===== src/common/rk8e_params.svh =====
// shared constants for the RK8-E controller; bit numbers follow the PDP-8 order (bit 0 is MSB)
// read-all and write-all function codes are not handled

`ifndef RK8E_PARAMS_SVH
`define RK8E_PARAMS_SVH

`define RK8E_IOT_DSKP 12'o6741 // skip on done or error
`define RK8E_IOT_DCLR 12'o6742
`define RK8E_IOT_DLAG 12'o6743 // load disk address and go
`define RK8E_IOT_DLCA 12'o6744
`define RK8E_IOT_DRST 12'o6745
`define RK8E_IOT_DLDC 12'o6746
`define RK8E_IOT_CAF  12'o6007 // clear all flags, processor IOT

`define RK8E_BLOCK_WORDS 256
`define RK8E_HALF_WORDS  128

`define RK8E_ST_DONE  0
`define RK8E_ST_WLOCK 1 // write to a locked drive
`define RK8E_ST_BUSY  2 // go issued while busy

`define RK8E_CMD_FUNC  0:2
`define RK8E_CMD_IE    3
`define RK8E_CMD_HALF  5
`define RK8E_CMD_FIELD 6:8 // stored only
`define RK8E_CMD_DRIVE 9:10
`define RK8E_CMD_CYL   11

`define RK8E_FN_READ  3'd0
`define RK8E_FN_WLOCK 3'd2
`define RK8E_FN_SEEK  3'd3
`define RK8E_FN_WRITE 3'd4

`endif


===== src/common/pdp8_bus_pkg.sv =====
// processor side types; words use the PDP-8 bit order with bit 0 as MSB
// the major state list covers the states the CPU can present

package pdp8_bus_pkg;

    typedef logic [0:11] word_t;

    // cpu major states, one cycle each
    typedef enum logic [4:0]
    {
        F0,
        F1,
        F2,
        F3,
        D0,
        D1,
        D2,
        D3,
        E0,
        E1,
        E2,
        E3,
        H0,
        H1,
        H2,
        H3
    } major_state_e;

    // data break request toward memory
    typedef struct packed
    {
        logic  write; // 1 writes memory
        word_t addr;
        word_t data;  // ignored on read breaks
    } db_req_t;

endpackage


===== src/common/rk8e_pkg.sv =====
// controller side types; command field positions come from the params header
// storage block address is cylinder MSB followed by the 12-bit disk address

package rk8e_pkg;

    typedef logic [2:0]  func_t;  // command function code
    typedef logic [1:0]  drive_t; // one of four packs
    typedef logic [12:0] block_t; // block number within a pack
    typedef logic [8:0]  count_t; // word count up to a full block

    typedef logic [0:11] cmd_word_t;

    // registered IOT strobe, at most one flag set
    typedef struct packed
    {
        logic                dskp;
        logic                dclr;
        logic                dlag;
        logic                dlca;
        logic                drst;
        logic                dldc;
        logic                caf;
        pdp8_bus_pkg::word_t operand; // AC sampled in F1
    } iot_strobe_t;

    // request toward the sector store
    typedef struct packed
    {
        logic   write;
        drive_t drive;
        block_t block;
    } store_req_t;

    // block transfer sequencer
    typedef enum logic [2:0]
    {
        XFER_IDLE,
        XFER_START,
        XFER_READ_WORDS,
        XFER_WRITE_FETCH,
        XFER_WRITE_PAD,
        XFER_FINISH
    } xfer_state_e;

endpackage


===== src/rk8e/rk8e_iot_decode.sv =====
// samples IOTs in F1 and registers a one-hot strobe with the AC
// unknown 674x codes such as 6747 give no strobe

`timescale 1ns/1ns

`include "rk8e_params.svh"

module rk8e_iot_decode
(
    input  logic                      clk,
    input  logic                      arst_n,
    input  pdp8_bus_pkg::word_t       instruction,
    input  pdp8_bus_pkg::major_state_e state,
    input  pdp8_bus_pkg::word_t       ac,
    output rk8e_pkg::iot_strobe_t     iot,
    output logic                      iot_valid
);
    import pdp8_bus_pkg::*;
    import rk8e_pkg::*;

    iot_strobe_t iot_d;
    logic        hit;

    always_comb
    begin
        iot_d = '0;
        iot_d.operand = ac;
        if (state == F1) // IOT executes in F1 only
        begin
            case (instruction)
                `RK8E_IOT_DSKP: iot_d.dskp = 1'b1;
                `RK8E_IOT_DCLR: iot_d.dclr = 1'b1;
                `RK8E_IOT_DLAG: iot_d.dlag = 1'b1;
                `RK8E_IOT_DLCA: iot_d.dlca = 1'b1;
                `RK8E_IOT_DRST: iot_d.drst = 1'b1;
                `RK8E_IOT_DLDC: iot_d.dldc = 1'b1;
                `RK8E_IOT_CAF:  iot_d.caf  = 1'b1;
                default: ;
            endcase
        end
    end

    assign hit = iot_d.dskp | iot_d.dclr | iot_d.dlag | iot_d.dlca |
                 iot_d.drst | iot_d.dldc | iot_d.caf;

    always_ff @(posedge clk or negedge arst_n)
    begin
        if (!arst_n)
        begin
            iot       <= '0;
            iot_valid <= 1'b0;
        end
        else
        begin
            iot_valid <= hit;
            iot       <= iot_d; // operand follows AC every cycle
        end
    end

endmodule


===== src/rk8e/rk8e_transfer_ctrl.sv =====
// register file, write locks and block sequencer; memory and store accept every strobe
// a read always consumes a full block from the store, half reads drop the tail

`timescale 1ns/1ns

`include "rk8e_params.svh"

module rk8e_transfer_ctrl
(
    input  logic                  clk,
    input  logic                  arst_n,
    input  rk8e_pkg::iot_strobe_t iot,
    input  logic                  iot_valid,
    input  pdp8_bus_pkg::word_t   db_rdata,
    input  logic                  db_rdata_valid,
    input  pdp8_bus_pkg::word_t   store_rdata,
    input  logic                  store_rdata_valid,
    output pdp8_bus_pkg::db_req_t db_req,
    output logic                  db_req_valid,
    output rk8e_pkg::store_req_t  store_req,
    output logic                  store_req_valid,
    output pdp8_bus_pkg::word_t   store_wdata,
    output logic                  store_wdata_valid,
    output pdp8_bus_pkg::word_t   status,
    output logic                  done_or_error,
    output logic                  ie
);
    import pdp8_bus_pkg::*;
    import rk8e_pkg::*;

    cmd_word_t   cmd;
    word_t       car;        // current memory address
    word_t       dar;        // disk address
    logic [3:0]  wlock;      // one lock per drive
    xfer_state_e xstate;
    count_t      count;
    count_t      word_limit;
    logic        need_break; // next memory read pending
    func_t       func;
    drive_t      drive;
    logic        busy;
    logic        last_block_word;
    logic        last_data_word;

    assign func  = cmd[`RK8E_CMD_FUNC];
    assign drive = cmd[`RK8E_CMD_DRIVE];
    assign ie    = cmd[`RK8E_CMD_IE];
    assign busy  = (xstate != XFER_IDLE);

    assign word_limit = cmd[`RK8E_CMD_HALF] ? count_t'(`RK8E_HALF_WORDS)
                                            : count_t'(`RK8E_BLOCK_WORDS);
    assign last_block_word = (count == count_t'(`RK8E_BLOCK_WORDS - 1));
    assign last_data_word  = (count == word_limit - 1'b1);

    assign done_or_error = status[`RK8E_ST_DONE] | status[`RK8E_ST_WLOCK] |
                           status[`RK8E_ST_BUSY];

    always_ff @(posedge clk or negedge arst_n)
    begin
        if (!arst_n)
        begin
            cmd               <= '0;
            car               <= '0;
            dar               <= '0;
            status            <= '0;
            wlock             <= '0;
            xstate            <= XFER_IDLE;
            count             <= '0;
            need_break        <= 1'b0;
            db_req            <= '0;
            db_req_valid      <= 1'b0;
            store_req         <= '0;
            store_req_valid   <= 1'b0;
            store_wdata       <= '0;
            store_wdata_valid <= 1'b0;
        end
        else
        begin
            db_req_valid      <= 1'b0;
            store_req_valid   <= 1'b0;
            store_wdata_valid <= 1'b0;

            case (xstate)
                XFER_START:
                begin
                    store_req_valid <= 1'b1;
                    store_req.write <= (func == `RK8E_FN_WRITE);
                    store_req.drive <= drive;
                    store_req.block <= {cmd[`RK8E_CMD_CYL], dar};
                    count           <= '0;
                    need_break      <= 1'b1;
                    xstate          <= (func == `RK8E_FN_WRITE) ? XFER_WRITE_FETCH
                                                                : XFER_READ_WORDS;
                end
                XFER_READ_WORDS:
                begin
                    if (store_rdata_valid)
                    begin
                        if (count < word_limit)
                        begin
                            db_req_valid <= 1'b1;
                            db_req.write <= 1'b1;
                            db_req.addr  <= car;
                            db_req.data  <= store_rdata;
                            car          <= car + 1'b1;
                        end
                        count <= count + 1'b1;
                        if (last_block_word)
                            xstate <= XFER_FINISH;
                    end
                end
                XFER_WRITE_FETCH:
                begin
                    if (need_break)
                    begin
                        db_req_valid <= 1'b1;
                        db_req.write <= 1'b0;
                        db_req.addr  <= car;
                        db_req.data  <= '0;
                        car          <= car + 1'b1;
                        need_break   <= 1'b0;
                    end
                    else if (db_rdata_valid)
                    begin
                        store_wdata_valid <= 1'b1;
                        store_wdata       <= db_rdata;
                        count             <= count + 1'b1;
                        if (!last_data_word)
                            need_break <= 1'b1;
                        else if (last_block_word)
                            xstate <= XFER_FINISH;
                        else
                            xstate <= XFER_WRITE_PAD; // half block tail
                    end
                end
                XFER_WRITE_PAD:
                begin
                    store_wdata_valid <= 1'b1;
                    store_wdata       <= '0;
                    count             <= count + 1'b1;
                    if (last_block_word)
                        xstate <= XFER_FINISH;
                end
                XFER_FINISH:
                begin
                    status[`RK8E_ST_DONE] <= 1'b1;
                    xstate                <= XFER_IDLE;
                end
                default: ;
            endcase

            // IOTs take priority over the sequencer
            if (iot_valid)
            begin
                if (iot.caf || (iot.dclr && iot.operand[10]))
                begin
                    status <= '0;
                    cmd    <= '0;
                    car    <= '0;
                    dar    <= '0;
                    xstate <= XFER_IDLE; // abort any transfer
                end
                else if (iot.dclr && iot.operand[11])
                    status <= '0;
                else if (iot.dldc)
                begin
                    cmd    <= iot.operand;
                    status <= '0;
                end
                else if (iot.dlca)
                    car <= iot.operand;
                else if (iot.dlag)
                begin
                    if (busy)
                        status[`RK8E_ST_BUSY] <= 1'b1;
                    else
                    begin
                        dar <= iot.operand;
                        case (func)
                            `RK8E_FN_READ:
                                xstate <= XFER_START;
                            `RK8E_FN_WRITE:
                            begin
                                if (wlock[drive])
                                begin
                                    status[`RK8E_ST_WLOCK] <= 1'b1;
                                    status[`RK8E_ST_DONE]  <= 1'b1;
                                end
                                else
                                    xstate <= XFER_START;
                            end
                            `RK8E_FN_WLOCK:
                            begin
                                wlock[drive]          <= 1'b1;
                                status[`RK8E_ST_DONE] <= 1'b1;
                            end
                            default:
                                status[`RK8E_ST_DONE] <= 1'b1; // seek completes at once
                        endcase
                    end
                end
            end
        end
    end

endmodule


===== src/rk8e/rk8e_cpu_return.sv =====
// skip, disk bus and interrupt toward the CPU; skip is masked during F0
// disk_bus holds the last DRST value until the next DRST

`timescale 1ns/1ns

module rk8e_cpu_return
(
    input  logic                       clk,
    input  logic                       arst_n,
    input  pdp8_bus_pkg::major_state_e state,
    input  rk8e_pkg::iot_strobe_t      iot,
    input  logic                       iot_valid,
    input  pdp8_bus_pkg::word_t        status,
    input  logic                       done_or_error,
    input  logic                       ie,
    output logic                       skip,
    output pdp8_bus_pkg::word_t        disk_bus,
    output logic                       interrupt
);
    import pdp8_bus_pkg::*;

    logic skip_q;

    always_ff @(posedge clk or negedge arst_n)
    begin
        if (!arst_n)
        begin
            skip_q    <= 1'b0;
            disk_bus  <= '0;
            interrupt <= 1'b0;
        end
        else
        begin
            interrupt <= done_or_error & ie; // level, one cycle behind

            if (state == F0)
                skip_q <= 1'b0; // new instruction
            else if (iot_valid && iot.dskp && done_or_error)
                skip_q <= 1'b1;

            if (iot_valid && iot.drst)
                disk_bus <= status;
        end
    end

    // CPU may still be in F0 when the register clears
    assign skip = skip_q && (state != F0);

endmodule


===== src/design/rk8e_top.sv =====
// RK8-E controller top; sector store and memory are modelled as always ready
// extended memory field bits are stored and otherwise ignored

`timescale 1ns/1ns

module rk8e_top
(
    input  logic                       clk,
    input  logic                       arst_n,
    input  pdp8_bus_pkg::word_t        instruction,
    input  pdp8_bus_pkg::major_state_e state,
    input  pdp8_bus_pkg::word_t        ac,
    input  pdp8_bus_pkg::word_t        db_rdata,
    input  logic                       db_rdata_valid,
    input  pdp8_bus_pkg::word_t        store_rdata,
    input  logic                       store_rdata_valid,
    output pdp8_bus_pkg::word_t        disk_bus,
    output logic                       skip,
    output logic                       interrupt,
    output pdp8_bus_pkg::db_req_t      db_req,
    output logic                       db_req_valid,
    output rk8e_pkg::store_req_t       store_req,
    output logic                       store_req_valid,
    output pdp8_bus_pkg::word_t        store_wdata,
    output logic                       store_wdata_valid
);
    import pdp8_bus_pkg::*;
    import rk8e_pkg::*;

    iot_strobe_t iot;
    logic        iot_valid;
    word_t       status;
    logic        done_or_error;
    logic        ie;

    rk8e_iot_decode i_rk8e_iot_decode
    (
        .clk         (clk),
        .arst_n      (arst_n),
        .instruction (instruction),
        .state       (state),
        .ac          (ac),
        .iot         (iot),
        .iot_valid   (iot_valid)
    );

    rk8e_transfer_ctrl i_rk8e_transfer_ctrl
    (
        .clk               (clk),
        .arst_n            (arst_n),
        .iot               (iot),
        .iot_valid         (iot_valid),
        .db_rdata          (db_rdata),
        .db_rdata_valid    (db_rdata_valid),
        .store_rdata       (store_rdata),
        .store_rdata_valid (store_rdata_valid),
        .db_req            (db_req),
        .db_req_valid      (db_req_valid),
        .store_req         (store_req),
        .store_req_valid   (store_req_valid),
        .store_wdata       (store_wdata),
        .store_wdata_valid (store_wdata_valid),
        .status            (status),
        .done_or_error     (done_or_error),
        .ie                (ie)
    );

    rk8e_cpu_return i_rk8e_cpu_return
    (
        .clk           (clk),
        .arst_n        (arst_n),
        .state         (state),
        .iot           (iot),
        .iot_valid     (iot_valid),
        .status        (status),
        .done_or_error (done_or_error),
        .ie            (ie),
        .skip          (skip),
        .disk_bus      (disk_bus),
        .interrupt     (interrupt)
    );

endmodule


===== config.mk =====
export PLATFORM = sky130hd
export DESIGN_NAME = rk8e_top
export DESIGN_NICKNAME = d
export VERILOG_FILES = /design/src/common/pdp8_bus_pkg.sv /design/src/common/rk8e_pkg.sv /design/src/rk8e/rk8e_iot_decode.sv /design/src/rk8e/rk8e_transfer_ctrl.sv /design/src/rk8e/rk8e_cpu_return.sv /design/src/design/rk8e_top.sv
export VERILOG_INCLUDE_DIRS = /design/src /design/src/common
export SDC_FILE = /design/constraint.sdc
export NUM_CORES = 1
export LEC_CHECK = 0
export BUFFER_PORTS_ARGS = -buffer_cell sky130_fd_sc_hd__clkbuf_2
export CORE_ASPECT_RATIO = 0.75
export CORE_MARGIN = 10
export CORE_UTILIZATION = 45
export DETAILED_ROUTE_END_ITERATION = 7
export PLACE_DENSITY = 0.68
export SLEW_MARGIN = 20
export SYNTH_ARGS = -nofsm -noshare
export SYNTH_HDL_FRONTEND = slang
export SYNTH_SLANG_ARGS = --single-unit

===== constraint.sdc =====
create_clock -name clk -period 2 [get_ports clk]
set_clock_uncertainty 0.05 [all_clocks]
set_input_delay 0.1 -clock clk [delete_from_list [all_inputs] [get_ports clk]]
set_output_delay 0.1 -clock clk [all_outputs]
set_load 0.1 [all_outputs]

# --- Word-level counts from Yosys, hierarchy flattened ---
# Cells that the tools add are included.
word_totals:
  out_inout_bits: 70
  inputBits: 57
  ff_bits: 155
  wordCells: 201
classes:
  add_sub_neg: 3
  n_mux: 86
  eq_ne: 28
  bitwise: 15
  reduce_logical: 33
  order_cmp: 3
ops:
  columns: ["op", "n"]
  rows:
  - ["$mux W12", 22]
  - ["$eq A12 B12 Y1 const B", 7]
  - ["$mux W25", 3]
  - ["$pmux W25 S2", 1]
  - ["$mux W3", 16]
  - ["$pmux W12 S2", 2]
  - ["$mux W9", 5]
  - ["$pmux W9 S4", 1]
  - ["$mux W1", 25]
  - ["$reduce_bool A4 Y1", 5]
  - ["$pmux W3 S5", 1]
  - ["$add A12 B1 Y12 const B", 1]
  - ["$reduce_and A4 Y1", 3]
  - ["$reduce_and A6 Y1", 2]
  - ["$reduce_bool A2 Y1", 6]
  - ["$ne A2 B1 Y1 const B", 5]
  - ["$add A9 B1 Y9 const B", 1]
  - ["$eq A3 B2 Y1 const B", 3]
  - ["$eq A3 B3 Y1 const B", 3]
  - ["$eq A9 B8 Y1 const B", 1]
  - ["$eq A9 B9 Y1", 1]
  - ["$lt A9 B9 Y1", 1]
  - ["$sub A9 B1 Y9 const B", 1]
  - ["$ne A2 B2 Y1 const B", 4]
  - ["other kinds (25)", 48]

# --- Longest topological paths before layout ---
# Gate-level depths: netlist of the first run.
logic_depth:
  depth_word: 16
  depth_mapped: 9
  depth_no_buf: 9

# --- By module ---
# Synthesis of the first run repeated with hierarchy kept, for this count alone.
hier_totals:
  cells_unflattened: 518
  area_unflattened_um2: 6152.2
by_module_without_submodules:
  columns: ["mod", "area_each_um2", "n_inst", "cells_each", "seq_area_each_um2"]
  rows:
  - ["rk8e_transfer_ctrl", 4895.9, 1, 440, 2702.6]
  - ["rk8e_iot_decode", 680.7, 1, 44, 500.5]
  - ["rk8e_cpu_return", 575.6, 1, 34, 350.3]

# --- Worst setup path after synthesis of the first run ---
# OpenSTA, ideal clock, no wires.
synth_path:
  path_kind: "reg-to-reg"
  start: "register i_rk8e_transfer_ctrl.count[8]"
  end: "register i_rk8e_transfer_ctrl.car[11]"
  arrival_ns: 1.914
  synth_period_minus_slack_ns: 2.048
  setup_ns: 0.084
  slack_ns: -0.048
  path_stages_with_launch: 6
  n_path_buf: 0
  required_time_ns: 1.866
  path_cell_list: "dfrtp_1 -> ha_1 -> nor2b_1 -> o41a_1 -> or4_4 -> a41oi_2"
synth_between:
  elab_chain_cells: 9
synth_lines:
  columns: ["element", "line", "text"]
  rows:
  - ["start, declared", "rk8e_transfer_ctrl.sv:36", "count_t count;"]
  - ["start signal, assigned", "rk8e_transfer_ctrl.sv:107", "count <= count + 1'b1;"]
  - ["start signal, assigned", "rk8e_transfer_ctrl.sv:127", "count <= count + 1'b1;"]
  - ["start signal, assigned", "rk8e_transfer_ctrl.sv:140", "count <= count + 1'b1;"]
  - ["$lt A9 B9 Y1 *", "rk8e_transfer_ctrl.sv:99", "if (count < word_limit)"]
  - ["$mux W12 *", "rk8e_transfer_ctrl.sv:99", null]
  - ["$mux W12 *", "rk8e_transfer_ctrl.sv:97", "if (store_rdata_valid)"]
  - ["$pmux W12 S2 *", "rk8e_transfer_ctrl.sv:83", "case (xstate)"]
  - ["$mux W12", "rk8e_transfer_ctrl.sv:170", "else if (iot.dlca)"]
  - ["$mux W12", "rk8e_transfer_ctrl.sv:165", "else if (iot.dldc)"]
  - ["$mux W12", "rk8e_transfer_ctrl.sv:163", "else if (iot.dclr && iot.operand[11])"]
  - ["$mux W12", "rk8e_transfer_ctrl.sv:155", "if (iot.caf || (iot.dclr && iot.operand[10]))"]
  - ["$mux W12 *", "rk8e_transfer_ctrl.sv:153", "if (iot_valid)"]
  - ["end signal, assigned", "rk8e_transfer_ctrl.sv:105", "car <= car + 1'b1;"]
  - ["end signal, assigned", "rk8e_transfer_ctrl.sv:120", "car <= car + 1'b1;"]
  - ["end signal, assigned", "rk8e_transfer_ctrl.sv:171", "car <= iot.operand;"]
  - ["end, declared", "rk8e_transfer_ctrl.sv:32", "word_t car;"]
# Mark *: on every way between the ends. The rest lies on a longest branch, timed or not.
# A chain may end at the register's enable or synchronous reset.

# --- Worst setup path after layout of the first run ---
layout_path:
  start: "register i_rk8e_transfer_ctrl.count[0]"
  end: "register i_rk8e_transfer_ctrl.xstate[0]"
layout_between:
  elab_chain_cells: 15
  word_cells_on_any_way: 18
  cone_classes: "eq/ne: 2; mux: 16"
layout_lines:
  columns: ["element", "line", "text"]
  rows:
  - ["$eq A9 B8 Y1", "rk8e_transfer_ctrl.sv:52", "assign last_block_word = (count == count_t'(`RK8E_BLOCK_WORDS - 1));"]
  - ["$mux W1", "rk8e_transfer_ctrl.sv:130", "else if (last_block_word)"]
  - ["$mux W3", "rk8e_transfer_ctrl.sv:128", "if (!last_data_word)"]
  - ["$mux W3", "rk8e_transfer_ctrl.sv:123", "else if (db_rdata_valid)"]
  - ["$mux W3", "rk8e_transfer_ctrl.sv:114", "if (need_break)"]
  - ["$pmux W3 S5 *", "rk8e_transfer_ctrl.sv:83", null]
  - ["$mux W3", "rk8e_transfer_ctrl.sv:184", "if (wlock[drive])"]
  - ["$pmux W3 S2", "rk8e_transfer_ctrl.sv:179", "case (func)"]
  - ["$mux W3", "rk8e_transfer_ctrl.sv:174", "if (busy)"]
  - ["$mux W3", "rk8e_transfer_ctrl.sv:172", "else if (iot.dlag)"]
  - ["$mux W3", "rk8e_transfer_ctrl.sv:170", null]
  - ["$mux W3", "rk8e_transfer_ctrl.sv:165", null]
  - ["$mux W3", "rk8e_transfer_ctrl.sv:163", null]
  - ["$mux W3", "rk8e_transfer_ctrl.sv:155", null]
  - ["$mux W3 *", "rk8e_transfer_ctrl.sv:153", null]
  - ["end signal, assigned", "rk8e_transfer_ctrl.sv:92", "xstate <= (func == `RK8E_FN_WRITE) ? XFER_WRITE_FETCH"]
  - ["end, declared", "rk8e_transfer_ctrl.sv:35", "xfer_state_e xstate;"]
# Marked as above.

==> reports/metrics.yaml, run 1 <==
global_route:
  grt_max_degree: 63
  use_met1_pct: 23.3
  antenna_found_initial: 0
  busiest_layer: "met2"
  grt_overflow_total: 0
  grt_pass1_wl_um: 26000
  grt_pass1_vias: 5111
  grt.total_usage_pct: 17.7
  grt.met2_usage_pct: 27.0
  grtUsageMet3_pct: 5.57
power:
  power_mw: 8.79
  peakVddDrop_mv: 0.530
  p_leak_nw: 3.95
  p_per_area_nw_per_um2: 1100
floorplanning:
  start_util_pct: 46.6
  die_h_um: 118
  coreArea_um2: 12500
  dieArea_um2: 17900
  dieWidth_um: 151
  rows: 35
  ios: 127
critical_path:
  crit_path_max_fanout: 3
  critical_path_buf_inv_count: 0
  cp-end-kind: "flip-flop"
  crit_family: "simple AND/OR/NAND/NOR gates"
  worstPathArrival_ns: 2.30
  worstPathCellList: "ha_2, nand4_1, nor2_1, and3_1, ha_2, nand2_2, nor4b_1, o41a_1, o221ai_1"
  r2r-start: "i_rk8e_transfer_ctrl.count[0]"
  critPathKind: "reg2reg"
  reg2reg_to: "i_rk8e_transfer_ctrl.xstate[0]"
  r2r_cells: 9
  critPathSlowestCell: "dfrtp_1"
  worstPathRequired_ns: 2.27
  path_common_cell: "ha_2"
  max_stage_delay_ns: 0.36
  reg2reg_setup_slack_ns: -0.03
  startpoint_type: "flip-flop"
logic_synthesis:
  synth_edf_count: 0
  synth_cell_types: 62
  syn-cell-area_um2: 5820
  synth-main-ff-cell: "dfrtp_1"
  syn_inst: 555
  async_flop_share_pct: 100
  ys_seq_area_share_pct: 57.2
  ys_ff_latch: 133
  ys_warn_count: 0
  avgSynthCellArea_um2: 10.5
timing:
  fin_crit_sh_pct: 101
  worst_hold_slack_ns: 0.0388
  final_hold_viol_count: 0
  worst_pin_slew_ns: 0.572
  final_max_slew_viol_count: 0
  rsz0062_at_grt: "true"
  slew_headroom_pct: 61.9
  setup_ws_ns: -0.0300
  max_clock_freq_ghz: 0.493
  tns_ns: -0.0901
  period_needed_ns: 2.03
  finalSetupViolCount: 6
worst_hold_path:
  hold_path_startpoint: "instruction[8]"
  whs_endpoint: "i_rk8e_iot_decode.iot[12]"
  holdPathStages: 3
  hold_class: "in2reg"
status:
  status: "complete, but fails checks"
  violations: "negative setup slack"
cts:
  path_clk_slew_ns: 0.06
  cts_root_buffer: "clkbuf_16"
  cts_tree: "done"
  clk_path_buf_depth: 2
  clock_latency_ns: 0.41
  cts_max_level: 4
  cts_buffers: 17
  cts_sinks: 133
placement:
  finalWeightedCongestion: 0.903
  post-dp-hpwl_um: 11100
  preCtsSetupSlack_ns: -0.0751
  placement.io_buffers: 117
routing:
  wirelength_um: 15800
  via_per_inst: 5.36
  drt_first_pass_iters: 5
  ant_nets: 0
  vias: 5004
  drc: 0
  drtIter0Drc: 317
  wire_per_inst_um: 16.9
cells_and_area:
  num_antenna_cells: 0
  mostFrequentLayoutCell: "dfrtp_1"
  layout.nets: 818
  area_growth_pct: 36.9
  final_layout_size_suffix_gt1_share_pct: 29.2
  fill_cells: 1015
  mostFrequentLayoutCells: "dfrtp_1 (133), nand2_1 (131), clkbuf_2 (116), dlygate4sd3_1 (43), buf_4 (43)"
  fin_util_pct: 63.8
flow_run:
  max_cap_viol_count: 0
-- timing repair --
action / CTS / global route
hold endpoints to repair: 104 / 0
buffers inserted: 7 / 3
endpoints found under the setup margin: 8 / 38
gates resized for setup: 5 / 12
pin swaps: 7 / 7
hold buffers: 43 / 0
-- area by class of cell --
cell class / count / area (um^2) / area share [%]
Clock buffer: 20 / 457 / 5.73
Clock inverter: 11 / 175 / 2.20
Inverter: 13 / 52.6 / 0.660
Multi-Input combinational cell: 384 / 2350 / 29.5
Sequential cell: 133 / 3330 / 41.8
Tap cell: 166 / 208 / 2.61
Timing Repair Buffer: 207 / 1400 / 17.6
-- worst max-delay path by stage --
stage                                              start                              to  slack (ns)  cells after the start
after global placement     i_rk8e_transfer_ctrl.count[8]     i_rk8e_transfer_ctrl.car[9]       -0.02                      6
after floorplan           i_rk8e_transfer_ctrl.xstate[2]     i_rk8e_transfer_ctrl.car[2]       0.007                      7
after global routing       i_rk8e_transfer_ctrl.count[0]  i_rk8e_transfer_ctrl.xstate[0]       -0.12                      9
final                      i_rk8e_transfer_ctrl.count[0]  i_rk8e_transfer_ctrl.xstate[0]       -0.03                      9
after detailed placement   i_rk8e_transfer_ctrl.count[0]  i_rk8e_transfer_ctrl.xstate[0]       -0.08                      9
after CTS                  i_rk8e_transfer_ctrl.count[1]  i_rk8e_transfer_ctrl.xstate[0]       -0.02                      9
-- cell usage after synthesis, drive strengths merged, types with 3 or more instances --
| master | instances | area (um^2) |
|---|---|---|
| inv | 13 | 48.8 |
| and2 | 3 | 18.8 |
| nor4 | 3 | 18.8 |
| o21ai | 23 | 115 |
| dfrtp | 133 | 3330 |
| and3 | 3 | 18.8 |
| a21o | 4 | 30.0 |
| a41o | 4 | 40.0 |
| nand2b | 11 | 76.3 |
| mux2i | 6 | 60.1 |
| or4 | 8 | 63.8 |
| nand2 | 133 | 499 |
| nor2 | 19 | 71.3 |
| ha | 5 | 62.6 |
| nand3 | 14 | 70.1 |
| a22o | 36 | 315 |
| o211ai | 9 | 67.6 |
| nand4 | 4 | 25.0 |
| nor2b | 4 | 25.0 |
| a21oi | 9 | 45.0 |
| o21a | 4 | 30.0 |
| clkbuf | 17 | 63.8 |
| o31ai | 3 | 22.5 |
| or3 | 3 | 18.8 |
| mux2 | 5 | 56.3 |
| buf | 16 | 115 |
| a31oi | 4 | 25.0 |
| nor3 | 14 | 70.1 |
| nand4b | 5 | 43.8 |
-- worst reg2reg max path, delay by kind of cell, from the launching register on --
| family | cells | cell delay, ns |
|---|---|---|
| AND/OR/NAND/NOR | 5 | 0.62 |
| flip-flops | 1 | 0.36 |
| adder cells (fa/ha/maj) | 2 | 0.37 |
| AO/OA/AOI/OAI | 2 | 0.51 |
-- sequential cells by signal, indices dropped and copies added, names as in the netlist, 4 cells and up --
name	count
i_rk8e_transfer_ctrl.store_wdata	12
i_rk8e_transfer_ctrl.wlock	4
i_rk8e_transfer_ctrl.dar	12
i_rk8e_transfer_ctrl.store_req	16
i_rk8e_transfer_ctrl.car	12
i_rk8e_transfer_ctrl.db_req	25
i_rk8e_transfer_ctrl.count	9
i_rk8e_iot_decode.iot	19
i_rk8e_transfer_ctrl.cmd	8
-- per-stage QoR --
stage	instance area (um^2)	cells
2_1_floorplan	5850	563
3_3_place_gp	6770	850
3_5_place_dp	6770	850
4_1_cts	7900	931
5_1_grt	7970	934
6_report	7970	934
-- cells by family after synthesis --
| group | Yosys count | synth area share [%] |
|---|---|---|
| simple gates | 237 | 19.4 |
| flops | 133 | 57.2 |
| compound gates | 120 | 15.8 |
| buf+inv | 46 | 3.91 |
| mux | 12 | 2.39 |
| fa+ha+maj | 5 | 1.08 |
| other cells | 1 | 0.0645 |
| xor+xnor | 1 | 0.151 |
-- routing by layer --
metal,routed length (um),part of all wire (%)
met3,1170,7.4
met4,194,1.2
met1,7170,45
met2,7250,46
met5,0,0
-- report_power, final --
group / internal, mW / leakage, nW / switching [mW]
clock network: 2.15 / 0.303 / 1.15
logic: 0.611 / 1.96 / 1.58
registers: 3.01 / 1.69 / 0.293
total: 5.77 / 3.95 / 3.02
No activity file was read; power rests on OpenSTA's default activity.
==> run 2, diff against run 1 <==
--- a/config.mk
+++ b/config.mk
@@ -8,7 +8,7 @@
 export LEC_CHECK = 0
 export BUFFER_PORTS_ARGS = -buffer_cell sky130_fd_sc_hd__clkbuf_2
 export CORE_ASPECT_RATIO = 0.75
-export CORE_MARGIN = 10
+export CORE_MARGIN = 1.5
 export CORE_UTILIZATION = 45
 export DETAILED_ROUTE_END_ITERATION = 7
 export PLACE_DENSITY = 0.68
==> run 2 against run 1 <==
Against the previous run: the flow still finishes with violations (negative setup slack); final area fell by 1.4%; sequential power barely moved; wire length fell by 8.6%; final cell count fell by 0.11%; combinational power fell by 5%; critical path type unchanged; largest cell class unchanged.
==> reports/metrics.yaml, run 2 (synthesized netlist as in run 1, its figures left out) <==
status:
  status: "complete, but fails checks"
  violations: "negative setup slack"
routing:
  drtIter0Drc: 290  # -8.5%
  vias: 4987  # -0.34%
  ant_nets: 0  # unchanged
  via_per_inst: 5.35  # -0.23%
  drc: 0  # unchanged
  drt_first_pass_iters: 5  # unchanged
  wire_per_inst_um: 15.5  # -8.6%
  wirelength_um: 14400  # -8.6%
cts:
  clk_path_buf_depth: 2  # unchanged
  path_clk_slew_ns: 0.05  # about the same
  cts_tree: "done"
  clock_latency_ns: 0.41  # about the same
  cts_buffers: 17  # unchanged
  cts_root_buffer: "clkbuf_16"
  cts_sinks: 133  # unchanged
  cts_max_level: 4  # unchanged
cells_and_area:
  mostFrequentLayoutCells: "nand2_1 (132), dfrtp_1 (132), clkbuf_2 (116), dlygate4sd3_1 (43), buf_4 (42)"
  area_growth_pct: 35.0
  num_antenna_cells: 0  # unchanged
  final_layout_size_suffix_gt1_share_pct: 27.8  # -1.4 points
  largest_reg_flops: 25  # unchanged
  layout.nets: 816  # -0.24%
  regMostFlops: "i_rk8e_transfer_ctrl.db_req"
  top_regs: "i_rk8e_transfer_ctrl.db_req (25), i_rk8e_iot_decode.iot (19), i_rk8e_transfer_ctrl.store_req (16)"
floorplanning:
  dieArea_um2: 13600  # -24%
  die_h_um: 101  # -14%
  coreArea_um2: 12400  # -0.35%
  rows: 35  # unchanged
  start_util_pct: 46.8  # +0.16 points
  dieWidth_um: 134  # -11%
  ios: 127  # unchanged
timing:
  finalSetupViolCount: 5  # -1
  period_needed_ns: 2.02  # -0.0131 ns
  rsz0062_at_grt: "true"
  setup_ws_ns: -0.0169  # +0.0131 ns
  final_hold_viol_count: 0  # unchanged
  max_clock_freq_ghz: 0.496  # +0.65%
  fin_crit_sh_pct: 101  # -0.65 points
  tns_ns: -0.0448  # +0.0453 ns
  slew_headroom_pct: 59.5  # -2.4 points
  worst_pin_slew_ns: 0.607  # +0.0349 ns
  worst_hold_slack_ns: 0.0289  # -0.00985 ns
  final_max_slew_viol_count: 0  # unchanged
critical_path:
  critPathKind: "reg2reg"
  worstPathArrival_ns: 2.30  # about the same
  worstPathRequired_ns: 2.28  # about the same
  startpoint_type: "flip-flop"
  crit_path_max_fanout: 17  # +14
  cp-end-kind: "flip-flop"
power:
  p_per_area_nw_per_um2: 1060  # -4.3%
  p_sw_mw: 2.90  # -3.9%
  power_frac_clock_pct: 35.0  # -2.6 points
  combPwrFrac_pct: 25.2  # +0.3 points
  peakVddDrop_mv: 0.613  # +16%
  p_seq_share_pct: 39.7  # +2.1 points
  intPower_mw: 5.39  # -6.6%
  p_sw_share_pct: 35.0  # +0.63 points
  p_leak_nw: 3.89  # -1.4%
placement:
  placement.io_buffers: 117  # unchanged
  finalWeightedCongestion: 0.862  # -4.5%
  post-dp-hpwl_um: 9920  # -10%
global_route:
  antenna_found_initial: 0  # unchanged
  grt_pass1_vias: 5094  # -0.33%
  grt_overflow_total: 0  # unchanged
  grt.total_usage_pct: 22.8  # +5.1 points
  grt_max_degree: 42  # -33%
  grt_pass1_wl_um: 24300  # -6.5%
worst_hold_path:
  hold_class: "in2reg"
flow_run:
  max_cap_viol_count: 0  # unchanged
==> run 2: cell types whose count changed in the layout (fill, tap and decap cells not counted), moves of 2 or more <==
cell	before	now
clkbuf_8	2	0
clkinv_2	1	5
nor4_1	0	2
clkinv_4	3	0
or4_4	4	2
or4_1	4	6
buf_6	4	2
nor4_2	3	1
bufinv_16	4	2
clkbuf_1	1	5
==> run 2: what timing repair did <==
item,4_1_cts,5_1_grt
pin swaps,0,6
resized for setup,2,11
hold endpoints to repair,81,0
cloned,0,1
buffers inserted,3,3
setup endpoints to repair,8,24
hold buffers,43,0
==> run 2: worst max-delay path, cell delays in order (launching register included) <==
cell     delay (ns)
dfrtp_1        0.38
ha_1           0.28
nor2b_1        0.14
o41a_1         0.32
buf_6          0.16
or4_4          0.47
a31oi_1        0.13
==> run 2: power groups by stage <==
| stage | clock network, mW | logic [mW] | registers (mW) |
|---|---|---|---|
| 4_1_cts | 2.97 | 2.08 | 3.29 |
| 3_3_place_gp | 0 | 1.94 | 3.33 |
| 5_1_grt | 3.10 | 2.24 | 3.34 |
| 6_report | 2.91 | 2.09 | 3.30 |
| 2_1_floorplan | 0 | 0.622 | 4.20 |
| 3_5_place_dp | 0 | 1.98 | 3.34 |
==> run 2: area by class of cell <==
type | instances | area (um^2)
fillers | 1033 | 4580
inverters | 13 | 51.3
clock inverters | 10 | 108
clock buffers | 22 | 444
flip-flops and latches | 133 | 3330
well taps | 166 | 208
repair buffers | 205 | 1390
multi-input cells | 384 | 2320
==> run 2: per-layer routing <==
| layer | GRT usage (%) | share of wire, % | routed length [um] |
|---|---|---|---|
| met1 | 30.8 | 47 | 6760 |
| met2 | 37.0 | 47 | 6750 |
| met3 | 5.56 | 5.4 | 772 |
| met4 | 6.62 | 0.96 | 138 |
| met5 | 0 | 0 | 0 |
==> run 2: path summary, 6_finish.rpt <==
kind | from | to | cells after the start | slack (ns)
max | i_rk8e_transfer_ctrl.count[8] | i_rk8e_transfer_ctrl.car[9] | 6 | -0.02
min | instruction[8] | i_rk8e_iot_decode.iot[12] | 3 | 0.03
max reg2reg | i_rk8e_transfer_ctrl.count[8] | i_rk8e_transfer_ctrl.car[9] | 6 | -0.02
min reg2reg | i_rk8e_transfer_ctrl.db_req[17] | i_rk8e_transfer_ctrl.db_req[17] | 2 | 0.41
max in group asynchronous | arst_n | i_rk8e_transfer_ctrl.store_wdata[10] | 3 | 1.07
min in group asynchronous | arst_n | i_rk8e_transfer_ctrl.store_wdata_valid | 2 | 0.17
==> run 2: stage by stage <==
stage / setup slack, ns / total power, mW / util (%) / cell area, um^2 / std cells
global placement: -0.0342 / 5.26 / 54.6 / 6790 / 851
floorplan: 0.00748 / 4.82 / - / 5850 / 563
CTS: -0.0398 / 8.34 / 62.7 / 7800 / 929
detailed placement: -0.0618 / 5.32 / 54.6 / 6790 / 851
global route: -0.115 / 8.68 / 63.1 / 7850 / 933
finish: -0.0169 / 8.30 / 63.1 / 7850 / 933
==> run 3, diff against run 2 <==
--- a/config.mk
+++ b/config.mk
@@ -12,6 +12,7 @@
 export CORE_UTILIZATION = 45
 export DETAILED_ROUTE_END_ITERATION = 7
 export PLACE_DENSITY = 0.68
+export SETUP_SLACK_MARGIN = 0.5
 export SLEW_MARGIN = 20
 export SYNTH_ARGS = -nofsm -noshare
 export SYNTH_HDL_FRONTEND = slang
==> run 3 against run 2 <==
Against the previous run: the run still ends with negative setup slack left; setup slack lost 0.15 ns; sequential cell count is the same; via count grew 7.8%; critical path type unchanged.
==> reports/metrics.yaml, run 3 (synthesized netlist as in run 1, its figures left out) <==
routing:
  ant_nets: 0  # unchanged
  highest_layer: "met4"
  met3_length_um: 1060  # +37%
  wirelength_um: 17900  # +24%
  wire_per_inst_um: 18.6  # +21%
  drt_first_pass_iters: 5  # unchanged
  route.met2.wl_um: 8680  # +29%
  vias: 5378  # +7.8%
  via_per_inst: 5.60  # +4.7%
  drc: 0  # unchanged
  met1Wirelength_um: 7840  # +16%
  drtIter0Drc: 362  # +25%
cells_and_area:
  area_growth_pct: 50.0
  largest_reg_flops: 25  # unchanged
  top_regs: "i_rk8e_transfer_ctrl.db_req (25), i_rk8e_iot_decode.iot (19), i_rk8e_transfer_ctrl.store_req (16)"
  mostFrequentLayoutCell: "dfrtp_1"
  regMostFlops: "i_rk8e_transfer_ctrl.db_req"
  mostFrequentLayoutCells: "dfrtp_1 (128), clkbuf_2 (115), nand2_1 (113), dlygate4sd3_1 (41), buf_4 (40)"
  layout.nets: 846  # +3.7%
  final_layout_size_suffix_gt1_share_pct: 39.4  # +12 points
  num_antenna_cells: 0  # unchanged
global_route:
  grt_overflow_total: 0  # unchanged
  grt.total_usage_pct: 24.7  # +1.9 points
  grt_pass1_vias: 5150  # +1.1%
  grt_max_degree: 50  # +19%
  grt_pass1_wl_um: 26000  # +6.9%
  antenna_found_initial: 0  # unchanged
power:
  intPower_mw: 5.73  # +6.2%
  p_per_area_nw_per_um2: 1010  # -4.2%
  p_seq_share_pct: 37.9  # -1.8 points
  peakVddDrop_mv: 0.664  # +8.2%
  p_sw_mw: 3.11  # +7.2%
  power_mw: 8.84  # +6.5%
  p_sw_share_pct: 35.2  # +0.22 points
  combPwrFrac_pct: 24.7  # -0.5 points
  p_leak_nw: 4.26  # +9.4%
  power_frac_clock_pct: 37.4  # +2.4 points
timing:
  finalSetupViolCount: 11  # +6
  max_clock_freq_ghz: 0.461  # -7.1%
  period_needed_ns: 2.17  # +0.154 ns
  final_hold_viol_count: 0  # unchanged
  slew_headroom_pct: 58.3  # -1.2 points
  worst_pin_slew_ns: 0.625  # +0.0183 ns
  fin_crit_sh_pct: 109  # +7.7 points
  setup_ws_ns: -0.171  # -0.154 ns
  worst_hold_slack_ns: 0.0159  # -0.0130 ns
  rsz0062_at_grt: "true"
  final_max_slew_viol_count: 0  # unchanged
critical_path:
  worstPathRequired_ns: 2.30  # +0.02 ns
  crit_path_max_fanout: 7  # -10
  critPathKind: "reg2reg"
  worstPathArrival_ns: 2.47  # +0.17 ns
  critPathLaunch: "i_rk8e_transfer_ctrl.cmd[6]"
  startpoint_type: "flip-flop"
  r2r-start: "i_rk8e_transfer_ctrl.cmd[6]"
  cp-end-kind: "flip-flop"
status:
  status: "complete, but fails checks"
  violations: "negative setup slack"
cts:
  cts_buffers: 17  # unchanged
  cts_max_level: 4  # unchanged
  clock_latency_ns: 0.43  # +0.02 ns
  cts_sinks: 133  # unchanged
  path_clk_slew_ns: 0.06  # about the same
  clk_path_buf_depth: 2  # unchanged
  cts_tree: "done"
  cts_root_buffer: "clkbuf_16"
placement:
  finalWeightedCongestion: 0.863  # +0.10%
  post-dp-hpwl_um: 9910  # about the same
  placement.io_buffers: 117  # unchanged
floorplanning:
  coreArea_um2: 12400  # unchanged
  rows: 35  # unchanged
  die_h_um: 101  # unchanged
  dieWidth_um: 134  # unchanged
  dieArea_um2: 13600  # unchanged
  ios: 127  # unchanged
  start_util_pct: 46.8  # unchanged
flow_run:
  max_cap_viol_count: 0  # unchanged
worst_hold_path:
  hold_class: "in2reg"
  hold_path_startpoint: "instruction[5]"
[run 3: cell types whose count changed in the layout (fill, tap and decap cells not counted), sizes merged, moves of 2 or more]
cell         delta
clkinv          -2
dlygate4sd3     -2
buf            +27
bufinv          +2
[run 3: power by group through the flow]
stage	logic, mW	registers, mW	clock network [mW]
after floorplan	0.650	4.20	0
after global placement	1.94	3.35	0
after detailed placement	1.97	3.36	0
after CTS	2.10	3.31	3.31
after global routing	2.32	3.39	3.45
final	2.19	3.35	3.30
[run 3: critical path, stage by stage (launching register included)]
cell and delay, ns:
dfrtp_1 0.38, ha_1 0.31, nor2b_4 0.14, o41a_1 0.38, buf_6 0.17, or4_1 0.49
a31oi_1 0.18
[run 3: per-stage QoR]
stage	setup slack [ns]	util, %	cells	area, um^2	setup TNS (ns)
after CTS	-0.0926	66.0	939	8210	-0.419
after floorplan	0.0216	-	563	5990	0
after global placement	-0.0760	55.0	850	6840	-0.178
after detailed placement	-0.108	55.0	850	6840	-0.961
final	-0.171	70.2	961	8730	-0.918
after global routing	-0.228	70.2	961	8730	-1.61
[run 3: layout make-up]
class | instances | area, um^2
fillers | 837 | 3710
well taps | 166 | 208
multi-input cells | 386 | 2720
inverters | 13 | 62.6
repair buffers | 233 | 1790
clock inverters | 12 | 179
clock buffers | 18 | 439
flip-flops and latches | 133 | 3330
[run 3: worst paths after layout]
check	cells past startpoint	end	slack, ns
worst min register to register	1	i_rk8e_transfer_ctrl.wlock[0]	0.42
min in group asynchronous	2	i_rk8e_transfer_ctrl.store_wdata[10]	0.17
worst max register to register	6	i_rk8e_transfer_ctrl.car[9]	-0.17
max in group asynchronous	3	i_rk8e_iot_decode.iot[12]	0.99
worst max-delay path	6	i_rk8e_transfer_ctrl.car[9]	-0.17
worst min-delay path	3	i_rk8e_iot_decode.iot[12]	0.02
[run 3: timing repair]
action,4_1_cts,5_1_grt
setup buffers,14,16
hold buffers,41,0
hold endpoints to repair,85,0
endpoints found under the setup margin,100,107
cloned,4,6
pin swaps,26,35
resized for setup,57,73
[run 3: per-layer routing]
layer | vias to the layer above | global-route usage, %
met2 | 231 | 40.2
met5 | - | 0
met3 | 36 | 5.16
met1 | 2669 | 32.9
li1 | 2442 | -
met4 | 0 | 9.43
